===== src/hdl/tree_route_pkg.sv =====
// tree sizes, address widths, hop direction enum, stage structs and digit helpers
`default_nettype none

package tree_route_pkg;

    // ====================
    // tree geometry
    // ====================
    localparam int k_ary       = 2;                  // children per router
    localparam int tree_levels = 3;                  // root is level 0
    localparam int kw          = 1;                  // bits per address digit
    localparam int addr_w      = tree_levels * kw;   // endpoint address
    localparam int lvl_w       = 2;                  // level number
    localparam int port_w      = 2;                  // 0..k_ary-1 down, k_ary up
    localparam int mask_w      = k_ary;              // request mask without arrival port

    typedef enum logic [1:0] {
        dir_down  = 2'd0,
        dir_up    = 2'd1,
        dir_eject = 2'd2
    } hop_dir_e;

    // ====================
    // stage payloads
    // ====================
    typedef struct packed {
        logic [addr_w-1:0] dest;
        logic [port_w-1:0] cur_port;  // port already picked here
    } route_req_t;

    typedef struct packed {
        logic [addr_w-1:0] dest;
        logic [lvl_w-1:0]  next_level;
        logic [addr_w-1:0] next_pos;     // digits left-aligned, low digits zero
        logic [port_w-1:0] arrive_port;  // port the flit enters the next router on
        logic              eject;
    } next_node_t;

    typedef struct packed {
        logic [addr_w-1:0] dest;
        logic [port_w-1:0] la_port;
        hop_dir_e          la_dir;
        logic [port_w-1:0] arrive_port;
        logic              eject;
    } la_route_t;

    typedef struct packed {
        logic [addr_w-1:0] dest;
        logic [port_w-1:0] la_port;
        hop_dir_e          la_dir;
        logic [mask_w-1:0] req_mask;
    } la_result_t;

    // digit d counted from the top, zero when out of range
    function automatic logic [kw-1:0] get_digit(input logic [addr_w-1:0] a, input int d);
        logic [kw-1:0] v;
        v = '0;
        if (d >= 0 && d < tree_levels) v = a[addr_w-1-d*kw -: kw];
        return v;
    endfunction

    function automatic logic [addr_w-1:0] set_digit(input logic [addr_w-1:0] a, input int d,
                                                    input logic [kw-1:0] v);
        logic [addr_w-1:0] r;
        r = a;
        if (d >= 0 && d < tree_levels) r[addr_w-1-d*kw -: kw] = v;
        return r;
    endfunction

    // ones over the top n digits
    function automatic logic [addr_w-1:0] top_mask(input int n);
        logic [addr_w-1:0] m;
        m = '0;
        for (int d = 0; d < tree_levels; d++) begin
            if (d < n) m[addr_w-1-d*kw -: kw] = '1;
        end
        return m;
    endfunction

endpackage

`default_nettype wire


===== src/hdl/tree_next_hop.sv =====
// stage 1: neighbour behind the picked port, arrival port and eject flag, output register
`timescale 1ns/1ps
`default_nettype none

module tree_next_hop #(
    parameter int router_level = tree_route_pkg::tree_levels - 1,
    parameter int router_pos   = 0  // position value p, top digit first
) (
    input  wire logic                     clk,
    input  wire logic                     reset,
    input  wire logic                     in_valid,
    output logic                          in_ready,
    input  wire tree_route_pkg::route_req_t in_req,
    output logic                          nh_valid,
    input  wire logic                     nh_ready,
    output tree_route_pkg::next_node_t    nh
);

    import tree_route_pkg::*;

    logic [addr_w-1:0] cur_pos;  // this router, left-aligned
    next_node_t        nxt;

    assign cur_pos = addr_w'(router_pos << ((tree_levels - router_level) * kw));

    // ====================
    // neighbour rule
    // ====================
    always_comb begin
        nxt = '0;
        nxt.dest = in_req.dest;
        if (in_req.cur_port == port_w'(k_ary)) begin
            // up to (l-1, p div K), entering on p mod K
            nxt.next_level  = lvl_w'(router_level - 1);
            nxt.next_pos    = cur_pos & top_mask(router_level - 1);
            nxt.arrive_port = port_w'(get_digit(cur_pos, router_level - 1));
        end else if (router_level == tree_levels - 1) begin
            nxt.next_level  = lvl_w'(router_level);  // endpoint below a leaf
            nxt.next_pos    = cur_pos;
            nxt.arrive_port = in_req.cur_port;
            nxt.eject       = 1'b1;
        end else begin
            // down to (l+1, p*K+q), entering on the up port
            nxt.next_level  = lvl_w'(router_level + 1);
            nxt.next_pos    = set_digit(cur_pos, router_level, in_req.cur_port[kw-1:0]);
            nxt.arrive_port = port_w'(k_ary);
        end
    end

    // ====================
    // output register
    // ====================
    assign in_ready = ~nh_valid | nh_ready;  // empty or draining

    always_ff @(posedge clk or posedge reset) begin
        if (reset) begin
            nh_valid <= 1'b0;
        end else if (in_ready) begin
            nh_valid <= in_valid;
        end
    end

    always_ff @(posedge clk) begin
        if (in_valid && in_ready) begin
            nh <= nxt;  // load on transfer only
        end
    end

endmodule

`default_nettype wire


===== src/hdl/tree_nca_route.sv =====
// stage 2: nearest-common-ancestor route at the next router, output register
`timescale 1ns/1ps
`default_nettype none

module tree_nca_route (
    input  wire logic                     clk,
    input  wire logic                     reset,
    input  wire logic                     nh_valid,
    output logic                          nh_ready,
    input  wire tree_route_pkg::next_node_t nh,
    output logic                          la_valid,
    input  wire logic                     la_ready,
    output tree_route_pkg::la_route_t     la
);

    import tree_route_pkg::*;

    logic      below;  // dest lies under the next router
    la_route_t nxt;

    // top l' digits of dest against the next router position
    assign below = (nh.dest & top_mask(int'(nh.next_level))) == nh.next_pos;

    // ====================
    // route decision
    // ====================
    always_comb begin
        nxt = '0;
        nxt.dest        = nh.dest;
        nxt.arrive_port = nh.arrive_port;
        nxt.eject       = nh.eject;
        if (nh.eject) begin
            nxt.la_dir  = dir_eject;
            nxt.la_port = '0;
        end else if (below) begin
            nxt.la_dir  = dir_down;
            nxt.la_port = port_w'(get_digit(nh.dest, int'(nh.next_level)));  // child digit
        end else begin
            nxt.la_dir  = dir_up;
            nxt.la_port = port_w'(k_ary);
        end
    end

    // ====================
    // output register
    // ====================
    assign nh_ready = ~la_valid | la_ready;

    always_ff @(posedge clk or posedge reset) begin
        if (reset) begin
            la_valid <= 1'b0;
        end else if (nh_ready) begin
            la_valid <= nh_valid;
        end
    end

    always_ff @(posedge clk) begin
        if (nh_valid && nh_ready) begin
            la <= nxt;
        end
    end

endmodule

`default_nettype wire


===== src/hdl/tree_port_mask.sv =====
// stage 3: one-hot port decode, arrival port removal, output register
`timescale 1ns/1ps
`default_nettype none

module tree_port_mask (
    input  wire logic                    clk,
    input  wire logic                    reset,
    input  wire logic                    la_valid,
    output logic                         la_ready,
    input  wire tree_route_pkg::la_route_t la,
    output logic                         out_valid,
    input  wire logic                    out_ready,
    output tree_route_pkg::la_result_t   out_res
);

    import tree_route_pkg::*;

    logic [k_ary:0] port_oh;  // all K+1 ports
    la_result_t     nxt;

    always_comb begin
        port_oh = '0;
        if (la.la_port <= port_w'(k_ary)) port_oh[la.la_port] = 1'b1;
    end

    // drop the arrival port, shift the ports above it down by one
    always_comb begin
        nxt.dest    = la.dest;
        nxt.la_port = la.la_port;
        nxt.la_dir  = la.la_dir;
        for (int j = 0; j < mask_w; j++) begin
            if (port_w'(j) < la.arrive_port) nxt.req_mask[j] = port_oh[j];
            else nxt.req_mask[j] = port_oh[j+1];
        end
        if (la.eject) nxt.req_mask = '0;  // leaves the network
    end

    // ====================
    // output register
    // ====================
    assign la_ready = ~out_valid | out_ready;

    always_ff @(posedge clk or posedge reset) begin
        if (reset) begin
            out_valid <= 1'b0;
        end else if (la_ready) begin
            out_valid <= la_valid;
        end
    end

    always_ff @(posedge clk) begin
        if (la_valid && la_ready) begin
            out_res <= nxt;
        end
    end

endmodule

`default_nettype wire


===== src/hdl/tree_lookahead_router.sv =====
// top level of the look-ahead route pipeline: next hop, NCA route, port mask
`timescale 1ns/1ps
`default_nettype none

module tree_lookahead_router #(
    parameter int router_level = tree_route_pkg::tree_levels - 1,
    parameter int router_pos   = 0
) (
    input  wire logic                     clk,
    input  wire logic                     reset,
    input  wire logic                     in_valid,
    output logic                          in_ready,
    input  wire tree_route_pkg::route_req_t in_req,
    output logic                          out_valid,
    input  wire logic                     out_ready,
    output tree_route_pkg::la_result_t    out_res
);

    import tree_route_pkg::*;

    logic       nh_valid;
    logic       nh_ready;
    next_node_t nh;
    logic       la_valid;
    logic       la_ready;
    la_route_t  la;

    tree_next_hop #(
        .router_level (router_level),
        .router_pos   (router_pos)
    ) u_next_hop (
        .clk      (clk),
        .reset    (reset),
        .in_valid (in_valid),
        .in_ready (in_ready),
        .in_req   (in_req),
        .nh_valid (nh_valid),
        .nh_ready (nh_ready),
        .nh       (nh)
    );

    tree_nca_route u_nca_route (
        .clk      (clk),
        .reset    (reset),
        .nh_valid (nh_valid),
        .nh_ready (nh_ready),
        .nh       (nh),
        .la_valid (la_valid),
        .la_ready (la_ready),
        .la       (la)
    );

    tree_port_mask u_port_mask (
        .clk       (clk),
        .reset     (reset),
        .la_valid  (la_valid),
        .la_ready  (la_ready),
        .la        (la),
        .out_valid (out_valid),
        .out_ready (out_ready),
        .out_res   (out_res)
    );

endmodule

`default_nettype wire


===== config.mk =====
export PLATFORM = sky130hd
export DESIGN_NAME = tree_lookahead_router
export DESIGN_NICKNAME = d
export VERILOG_FILES = /design/src/hdl/tree_route_pkg.sv /design/src/hdl/tree_next_hop.sv /design/src/hdl/tree_nca_route.sv /design/src/hdl/tree_port_mask.sv /design/src/hdl/tree_lookahead_router.sv
export SDC_FILE = /design/constraint.sdc
export NUM_CORES = 1
export LEC_CHECK = 0
export BUFFER_PORTS_ARGS = -buffer_cell sky130_fd_sc_hd__buf_2
export CORE_AREA = 2 2 54 56
export DETAILED_ROUTE_END_ITERATION = 10
export DIE_AREA = 0 0 56 58
export PLACE_DENSITY_LB_ADDON = 0.12
export SYNTH_ARGS = -nofsm -noshare
export SYNTH_HDL_FRONTEND = slang
export SYNTH_SLANG_ARGS = --single-unit
export TNS_END_PERCENT = 10

===== constraint.sdc =====
create_clock -name clk -period 1.9 [get_ports clk]
set_input_delay 0.095 -clock clk [delete_from_list [all_inputs] [get_ports clk]]
set_output_delay 0.095 -clock clk [all_outputs]
set_load 0.005 [all_outputs]

---- Word level (Yosys, flattened, before mapping) ----
Cells that the tools add are included.
word-level totals
  memories kept ........................... 0
  bits of input ports ..................... 9
  bits in registers ....................... 33
  memory bits (read-only) ................. 0
  word-level logic and storage cells ...... 57
  output and inout port bits .............. 11
  latch bits .............................. 0
  bits in writable memories ............... 0
operators by class
  bitwise gates (word level) .............. 9
  $add $sub $neg .......................... 1
  reductions and logical operators ........ 5
  magnitude comparators ................... 9
  $mul .................................... 0
  shift-type cells ........................ 1
  eq/ne operators ......................... 2
  muxes and demuxes ....................... 12
  divide/modulo/power cells ............... 0
operators with widths
  operator             number
  $shiftx 3x32->1      1
  $lt 1x2->1 const A   4
  $mux 1               8
  $mux 7               1
  $not 1->1            5
  $logic_and 1x1->1    4
  $mux 4               1
  $and 3x3->3          1
  $eq 3x3->1           1
  $lt 2x3->1 const B   1
  $mux 3               1
  $or 1x1->1           3
  $reduce_or 3->1      1
  $sub 2x2->3 const A  1
  $demux 1 s2          1
  $eq 2x2->1 const B   1
  $ge 2x1->1 const B   1
  $le 2x2->1 const B   1
  $lt 2x2->1 const A   1
  $lt 2x2->1 const B   1

---- Logic depth before layout (Yosys ltp) ----
Gate-level depths: netlist of the first run.
  depth in word-level cells ............... 6
  gate-level depth with buffers ........... 5
  depth with buffers taken out ............ 5

---- By module ----
A second synthesis of the first run with hierarchy kept.
second synthesis, totals
  cells, all modules ...................... 73
  area, all modules ....................... 1,129.8 um^2
by module, submodules not included
  module          instances  area each (um^2)  cells each  sequential area each (um^2)
  tree_nca_route  1          444.2             32          295.3
  tree_port_mask  1          361.6             20          295.3
  tree_next_hop   1          324.1             21          235.2

---- Worst setup path after synthesis of the first run ----
OpenSTA, ideal clock, no wires.
  kind .................................... flip-flop to flip-flop
  from .................................... reg u_port_mask.out_valid
  to ...................................... reg u_nca_route.la[0] (netlist name)
  period minus slack after synthesis ...... 1,634 ps
  path buffers ............................ 0
  setup time .............................. 389 ps
  arrival ................................. 1,245 ps
  cell stages (with the launch flop) ...... 3
  setup slack ............................. 266 ps
  data required time ...................... 1,511 ps
  path through ............................ dfrtp_1 > nor2b_4 > a21boi_0
between the ends
  word-level cells in the longest chain between the ends .. 4
RTL lines
  what                    RTL line              RTL
  start, declared         tree_port_mask.sv:11  output logic out_valid,
  start signal, assigned  tree_port_mask.sv:47  out_valid <= la_valid;
  $not 1->1               tree_port_mask.sv:41  assign la_ready = ~out_valid | out_ready;
  $or 1x1->1              tree_port_mask.sv:41
  $or 1x1->1              tree_nca_route.sv:47  assign nh_ready = ~la_valid | la_ready;
  $logic_and 1x1->1       tree_nca_route.sv:58  if (nh_valid && nh_ready) begin
Every way passes these cells.
A chain may end at the register's enable or synchronous reset.

---- Worst setup path after layout of the first run ----
  from .................................... reg u_next_hop.nh[0] (netlist name)
  to ...................................... reg u_nca_route.la[5] (netlist name)
between the ends
  word-level cells in the longest chain between the ends .. 1
RTL lines
  what
  $reduce_or 3->1 (no line)
Every way passes these cells.

==> results of run 1 <==
[cell type report]
class / instances / area (um^2) / share of cell area
sequential: 27 / 796 / 0.640
multi-input combinational: 28 / 201 / 0.162
inverter: 4 / 15.0 / 0.0121
timing repair buffer: 26 / 163 / 0.131
clock buffer: 3 / 22.5 / 0.0181
tap: 31 / 38.8 / 0.0312
clock inverter: 1 / 7.51 / 0.00604
[state kept, by name, summed over array words and instances, names as in the netlist]
signal / cells
u_port_mask.out_res: 8
u_next_hop.nh_valid: 1
u_nca_route.la: 9
u_nca_route.la_valid: 1
u_next_hop.nh: 7
u_port_mask.out_valid: 1
[final timing paths]
kind	from	endpoint	slack, ns	depth (start not counted)
worst max-delay path	u_next_hop.nh[0]	u_nca_route.la[5]	0.37	5
worst min-delay path	in_req[1]	u_next_hop.nh[2]	0.07	2
worst max register to register	u_next_hop.nh[0]	u_nca_route.la[5]	0.37	5
worst min register to register	u_next_hop.nh[2]	u_nca_route.la[2]	0.43	0
max in group asynchronous	reset	u_port_mask.out_valid	1.61	3
min in group asynchronous	reset	u_nca_route.la_valid	0.17	3
[worst max-delay path, cell delays in order (launching register included)]
cell and delay, ns:
edfxtp_1 0.48, inv_1 0.07, ha_1 0.32, mux2i_1 0.19, o21ai_1 0.06, and3_1 0.18
[power groups by stage]
stage	sequential (mW)	combinational, mW	clock [mW]
after floorplan	0.746	0.0564	0
after global placement	0.745	0.0967	0
after detailed placement	0.747	0.0987	0
after CTS	0.734	0.108	0.257
after global routing	0.740	0.120	0.281
final	0.732	0.106	0.240
[cells by family (layout without fill, tap and decap cells)]
logic type | Yosys count | after routing | share of synthesized area
muxes | 1 | 1 | 0.00978
adders and majority gates | 3 | 3 | 0.0367
and+or+nand+nor | 18 | 18 | 0.111
DFF | 27 | 27 | 0.778
buffers and inverters | 6 | 34 | 0.0257
xor gates and xnor gates | 1 | 1 | 0.00856
AOI/OAI and AO/OA | 5 | 5 | 0.0306
[per-stage QoR]
| stage | hold WS, ns | cells |
|---|---|---|
| floorplan | -0.151 | 61 |
| global placement | -0.0382 | 110 |
| detailed placement | -0.0298 | 110 |
| CTS | 0.0468 | 120 |
| global route | 0.0613 | 120 |
| finish | 0.0672 | 120 |
[layout by cell type (no fill, tap or decap), types with 2 or more instances in the layout]
cell type      instances
edfxtp_1              24
dlygate4sd3_1          6
and2_1                 2
a21oi_1                2
nand2b_1               3
clkbuf_4               3
nand2_1                2
nor3_1                 2
buf_2                 19
ha_1                   3
nor2_1                 2
dfrtp_1                3
inv_1                  4
[metal layers]
metal / vias to the layer above / part of all wire / GRT usage
met2: 14 / 0.53 / 0.146
met1: 237 / 0.39 / 0.0848
met5: - / 0 / 0
li1: 270 / - / -
met3: 4 / 0.050 / 0.0201
met4: 0 / 0.030 / 0.0510
==> impl_metrics.ini, run 1 <==
[final_layout]
final_util = 0.467
final_area_mm2 = 0.00124
fillers = 248
area_growth_pct = 21.5
diodes = 0
fin_nets = 102
layout-drive-gt1-share = 0.326

[synthesis]
async_reset_ff_frac = 0.111
synth_edf_count = 24
ys_seq_area_frac = 0.778
synthTopCellsByArea = edfxtp_1, dfrtp_1, ha_1
syn_nets = 73
synth_ff_type = edfxtp_1
netlist.area_leader.share = 0.704
syn_area_mm2 = 0.00102
yosys_warnings = 0
avgSynthCellArea_um2 = 16.8
yosys.area.top_type = edfxtp_1
ys_seq_elements = 27
syn_inst = 61
ys_types = 24
ys_top_cells_by_count = edfxtp_1, inv_1, dfrtp_1, ha_1, nand2b_1
synth_most_common_cell = edfxtp_1

[power_and_ir_drop]
p_per_area_mw_per_mm2 = 866
switching_share = 0.216
power_frac_clock = 0.222
power.leakage_nw = 0.503
switchingPower_uw = 232
fin_total_pwr_mw = 1.08
pwr-share-comb = 0.098
vdd_drop_max_mv = 0.600
seq_power_share = 0.679
p_int_uw = 845

[clock_network]
clockBufferDepth = 2
h-tree-depth = 1
clock-sinks = 27
cts_buffers = 3
clk_pin_slew_ns = 0.14
post_cts_buffers = 0
cts_tree = done
clock-root-buffer = clkbuf_4
insertion_delay_ns = 0.31
cts_resized = 0
hold_buffers = 6

[job]
max-cap-violations = 0

[setup_path]
startpoint_type = flop
path_max_fanout = 7
arrival_ns = 1.62
crit_type = reg -> reg
worstPathRequired_ns = 1.99
worst_setup_path_end_kind = flop

[floorplan]
start_util = 0.384
core_area_mm2 = 0.00266
dieArea_mm2 = 0.00325
row_count = 19
die_x_um = 56
fp.dieH_um = 58
io_pins = 20

[sta]
slew_headroom = 0.797
grt_setup_unrepaired = no
fin_ws_ns = 0.374
clock_skew_ns = 0.00455
period_minus_slack_ns = 1.53
clock.fmax_ghz = 0.656
post-route-period-util = 0.803
worstMarginPinSlew_ns = 0.305
hold_viol_final = 0
finalSetupTns_ns = 0
setup_viol = 0
final_max_slew_viol_count = 0

[drt]
firstDrtPassIters = 3
viasPerCell = 4.38
route.detailed.drc = 0
drtAntennaViolNets = 0
vias = 525
wire_per_inst_um = 9.74
drtIter0Drc = 2
drt_wl_total_um = 1170

[place]
dpl-instance-area_mm2 = 0.00115
port_buffers = 19
routabilityCongestion = 0.610
pre_cts_slack_ns = 0.373

[global_routing]
grt-ovfl-total = 0
grt_pass1_wl_um = 2010
grt_max_degree = 17
antenna_found_initial = 0
grt_pass1_vias = 511
grtUsageTotal = 0.0811

[outcome]
status = complete, no violations

[worst_hold_path]
hp-class = in -> reg
No activity file was read; power rests on OpenSTA's default activity.
==> run 2, diff against run 1 <==
--- a/config.mk
+++ b/config.mk
@@ -5,10 +5,11 @@
 export SDC_FILE = /design/constraint.sdc
 export NUM_CORES = 1
 export LEC_CHECK = 0
+export ABC_AREA = 1
 export BUFFER_PORTS_ARGS = -buffer_cell sky130_fd_sc_hd__buf_2
-export CORE_AREA = 2 2 54 56
+export CORE_AREA = 2 2 55 57
 export DETAILED_ROUTE_END_ITERATION = 10
-export DIE_AREA = 0 0 56 58
+export DIE_AREA = 0 0 57 59
 export PLACE_DENSITY_LB_ADDON = 0.12
 export SYNTH_ARGS = -nofsm -noshare
 export SYNTH_HDL_FRONTEND = slang
==> constraint.sdc (replaced) <==
create_clock -name clk -period 1.3 [get_ports clk]
set_input_delay 0.065 -clock clk [delete_from_list [all_inputs] [get_ports clk]]
set_output_delay 0.065 -clock clk [all_outputs]
set_load 0.005 [all_outputs]
==> impl_metrics.ini, run 2 <==
[outcome]
status = complete, no violations

[synthesis]
synthTopCellsByArea = edfxtp_1, dfrtp_1, nand2_1
syn_inst = 80
netlist.area_leader.share = 0.687
ys_seq_elements = 27
yosys.area.top_type = edfxtp_1
syn_nets = 92
syn_area_mm2 = 0.00105
yosys_warnings = 0
async_reset_ff_frac = 0.111
ys_top_cells_by_count = edfxtp_1, nand2_1, inv_1
synth_most_common_cell = edfxtp_1
ys_types = 15
avgSynthCellArea_um2 = 13.1
synth_ff_type = edfxtp_1
synth_edf_count = 24
ys_seq_area_frac = 0.758

[sta]
final_max_slew_viol_count = 0
period_minus_slack_ns = 1.27
fin_ws_ns = 0.0268
slew_headroom = 0.834
clock.fmax_ghz = 0.785
grt_setup_unrepaired = yes
hold_viol_final = 0
post-route-period-util = 0.979
finalSetupTns_ns = 0
worstMarginPinSlew_ns = 0.249
clock_skew_ns = 0.00468
setup_viol = 0

[final_layout]
fin_nets = 127
largest_register_ffs = 9
final_cell_mix = edfxtp_1, buf_2, nand2_1
final_area_mm2 = 0.00136
largest_register = u_nca_route.la
layout_commonest_cell = edfxtp_1
layout-drive-gt1-share = 0.316
final_util = 0.500
area_growth_pct = 29.1
largestRegisters = u_nca_route.la: 9 flops, u_port_mask.out_res: 8 flops, u_next_hop.nh: 7 flops
fillers = 249
diodes = 0

[power_and_ir_drop]
switchingPower_uw = 469
p_per_area_mw_per_mm2 = 1380
seq_power_share = 0.639
power_frac_clock = 0.184
power.leakage_nw = 0.583
switching_share = 0.250
vdd_drop_max_mv = 0.861
p_int_mw = 1.41
pwr-share-comb = 0.177

[setup_path]
path_buf_inv = 1
slowest_stage = edfxtp_1
path_max_fanout = 4
startpoint_type = flop
reg2reg_slack_ns = 0.03
crit_type = reg -> reg
crit_chain = inv_2, ha_4, o21bai_4, nand2_1, nor2_1
r2r-start = u_next_hop.nh[6]
worstPathRequired_ns = 1.40
path_delay_family = flip-flops
critPathMaxStageDelay_ns = 0.47
arrival_ns = 1.37
cp-startpoint = u_next_hop.nh[6]
worst_setup_path_end_kind = flop

[floorplan]
dieArea_mm2 = 0.00336
row_count = 19
core_area_mm2 = 0.00271
fp.dieH_um = 59
io_pins = 20
die_x_um = 57
start_util = 0.387

[drt]
viasPerCell = 4.29
route.detailed.drc = 0
drtIter0Drc = 6
firstDrtPassIters = 4
drtAntennaViolNets = 0
drt_wl_total_um = 1390
vias = 622
wire_per_inst_um = 9.55

[clock_network]
clock-sinks = 27
clockBufferDepth = 2
insertion_delay_ns = 0.32
clk_pin_slew_ns = 0.13
h-tree-depth = 1
cts_tree = done
cts_buffers = 3
clock-root-buffer = clkbuf_4

[place]
routabilityCongestion = 0.708
hpwl_um = 982
dpl-instance-area_mm2 = 0.00119
port_buffers = 19
pre_cts_slack_ns = 0.00153

[worst_hold_path]
hp-class = in -> async

[global_routing]
grt_pass1_vias = 598
grt_max_degree = 15
grtUsageTotal = 0.0997
antenna_found_initial = 0
grt-ovfl-total = 0
grt_pass1_wl_um = 2500

[job]
max-cap-violations = 0
run 2: changes by cell type after synthesis, moves of 2 or more:
cell,before,now
nand2b_1,3,0
nand2_1,2,16
and2_1,2,0
nor2_1,2,7
inv_1,4,14
run 2: worst paths after layout:
path                                         end  cells after the start
setup / recovery               u_nca_route.la[5]                      5
hold / removal               u_next_hop.nh_valid                      3
min in group clk               u_nca_route.la[1]                      0
hold reg to reg                u_nca_route.la[1]                      0
setup reg to reg               u_nca_route.la[5]                      5
max in group asynchronous  u_port_mask.out_valid                      3
run 2: logic make-up after synthesis:
kind of cell    Yosys count  synth area share
flops                    27             0.758
fa+ha+maj                 3            0.0358
buf+inv                  16            0.0608
compound gates            4            0.0215
simple gates             30             0.124
run 2: metrics by stage:
| stage | hold slack (ns) | instances | power [mW] |
|---|---|---|---|
| after floorplan | -0.181 | 80 | 1.38 |
| after global placement | -0.0658 | 130 | 1.50 |
| after detailed placement | -0.0643 | 130 | 1.51 |
| after CTS | 0.116 | 144 | 1.88 |
| after global routing | 0.129 | 145 | 2.00 |
| final | 0.141 | 145 | 1.87 |
run 2: layout make-up:
class	instances	area, um^2	share of cell area
Timing Repair Buffer	32	216	0.160
Tap cell	31	38.8	0.0286
Multi-Input combinational cell	37	221	0.163
Inverter	14	56.3	0.0416
Clock buffer	4	26.3	0.0194
Sequential cell	27	796	0.587
run 2: repair_timing:
action                     4_1_cts  5_1_grt
hold buffers                     8        0
hold endpoints to repair        10        0
resized for setup                0        8
setup buffers                    2        1
pin swaps                        0        3
setup endpoints to repair        1       10
cloned                           0        0
run 2: layer usage:
metal,global-route usage,vias to the layer above,routed length (um)
met5,0,-,0
met4,0.0498,0,20
met3,0.0393,4,92
met2,0.167,17,678
met1,0.111,270,593
li1,-,331,-
run 2: power by group through the flow:
stage               clock network, mW  registers, mW  logic, mW
finish                          0.345           1.20      0.331
global route                    0.408           1.21      0.379
floorplan                           0           1.22      0.156
global placement                    0           1.22      0.282
CTS                             0.368           1.20      0.311
detailed placement                  0           1.22      0.285
run 2: worst register-to-register path, stage by stage, from the launching register on:
cell and delay [ns]:
edfxtp_1 0.47, inv_2 0.12, ha_4 0.20, o21bai_4 0.16, nand2_1 0.07, nor2_1 0.04
==> run 3, diff against run 2 <==
==> constraint.sdc (replaced) <==
create_clock -name clk -period 1.3 [get_ports clk]
set_input_delay 0.065 -clock clk [delete_from_list [all_inputs] [get_ports clk]]
set_output_delay 0.065 -clock clk [all_outputs]
set_load 0.05 [all_outputs]
==> impl_metrics.ini, run 3 (synthesis results as in run 2) <==
[outcome]
status = complete, no violations

[global_routing]
grt_max_degree = 17
grt_pass1_vias = 625
antenna_found_initial = 0
grtUsageTotal = 0.0957
grt_pass1_wl_um = 2450
grt-ovfl-total = 0

[sta]
final_max_slew_viol_count = 0
hold_viol_final = 0
period_minus_slack_ns = 1.25
post-route-period-util = 0.964
worstMarginPinSlew_ns = 0.322
whs_ns = 0.0469
clock.fmax_ghz = 0.798
slew_headroom = 0.785
clock_skew_ns = 0.00223
setup_viol = 0

[setup_path]
startpoint_type = flop
arrival_ns = 1.36
worst_setup_path_end_kind = flop
cp-startpoint = u_next_hop.nh[0]
worstPathRequired_ns = 1.40
r2r-start = u_next_hop.nh[0]
path_max_fanout = 5
crit_type = reg -> reg

[worst_hold_path]
hp-class = in -> reg
worstHoldStart = out_ready

[floorplan]
core_area_mm2 = 0.00271
dieArea_mm2 = 0.00336
die_x_um = 57
row_count = 19
fp.dieH_um = 59
io_pins = 20
start_util = 0.387

[power_and_ir_drop]
p_per_area_mw_per_mm2 = 1610
vdd_drop_max_mv = 0.925
power.leakage_nw = 0.573

[drt]
firstDrtPassIters = 4
drt_wl_total_um = 1410
vias = 618
route.detailed.drc = 0
drtAntennaViolNets = 0
wl_met1_um = 651
wire_per_inst_um = 9.83
viasPerCell = 4.32
dr.max_layer_used = met4
dr_wl_met2_um = 672
drtIter0Drc = 5
route.met3.wl_um = 63

[clock_network]
cts_buffers = 3
clk_pin_slew_ns = 0.15
cts_tree = done
clock-sinks = 27
insertion_delay_ns = 0.32
h-tree-depth = 1
clockBufferDepth = 2
clock-root-buffer = clkbuf_4

[job]
max-cap-violations = 0

[final_layout]
final_util = 0.495
layout-drive-gt1-share = 0.339
largestRegisters = u_nca_route.la: 9 flops, u_port_mask.out_res: 8 flops, u_next_hop.nh: 7 flops
layout_commonest_cell = edfxtp_1
final_cell_mix = edfxtp_1, buf_2, nand2_1
largest_register = u_nca_route.la
fin_nets = 125
fillers = 245
largest_register_ffs = 9
diodes = 0
area_growth_pct = 27.8

[place]
routabilityCongestion = 0.684
hpwl_um = 1000
port_buffers = 19
-- run 3: what timing repair did --
| item | 4_1_cts | 5_1_grt |
|---|---|---|
| buffers inserted | 1 | 0 |
| hold endpoints to repair | 9 | 0 |
| pin swaps | 1 | 2 |
| hold buffers | 7 | 0 |
| gates resized for setup | 1 | 5 |
| setup endpoints to repair | 2 | 1 |
-- run 3: path summary, 6_finish.rpt --
kind                            cells after the start  slack [ns]               endpoint
min in group asynchronous                           3        0.12  u_port_mask.out_valid
worst max-delay path                                5        0.05      u_nca_route.la[5]
worst min register to register                      0        0.44      u_nca_route.la[2]
worst max register to register                      5        0.05      u_nca_route.la[5]
worst min-delay path                                4        0.05  u_port_mask.out_valid
max in group asynchronous                           3        1.05  u_port_mask.out_valid
-- run 3: per-stage QoR --
step | instances | setup slack (ns) | total power [mW] | TNS, ns | instance area (um^2)
floorplan | 80 | -0.0337 | 1.65 | -0.236 | 1070
global placement | 131 | 0.0524 | 1.78 | 0 | 1210
detailed placement | 131 | 0.00467 | 1.79 | 0 | 1210
CTS | 143 | 0.0149 | 2.17 | 0 | 1320
global route | 143 | -0.00448 | 2.28 | -0.00448 | 1340
finish | 143 | 0.0463 | 2.16 | 0 | 1340
-- run 3: layout make-up --
cell class | instances | area (um^2) | share of cell area
multi-input combinational | 37 | 225 | 0.168
clock inverter | 1 | 7.51 | 0.00560
timing repair buffer | 30 | 198 | 0.147
tap | 31 | 38.8 | 0.0289
sequential | 27 | 797 | 0.594
clock buffer | 3 | 22.5 | 0.0168
inverter | 14 | 52.6 | 0.0392
-- run 3: critical path, stage by stage (launching register included) --
cell      delay (ns)
edfxtp_1        0.50
inv_2           0.10
ha_4            0.19
o21bai_1        0.14
nand2_1         0.06
nor2_1          0.04
-- run 3: where the power goes --
part | total, mW | leakage [nW] | switching [mW] | internal, mW
sequential | 1.20 | 0.265 | 0.0643 | 1.13
clock | 0.363 | 0.0139 | 0.245 | 0.117
combinational | 0.599 | 0.294 | 0.439 | 0.160
-- run 3: layer usage --
| layer | track usage | vias up |
|---|---|---|
| li1 | - | 325 |
| met1 | 0.103 | 278 |
| met2 | 0.172 | 13 |
| met3 | 0.0197 | 2 |
| met4 | 0.0598 | 0 |
| met5 | 0 | - |
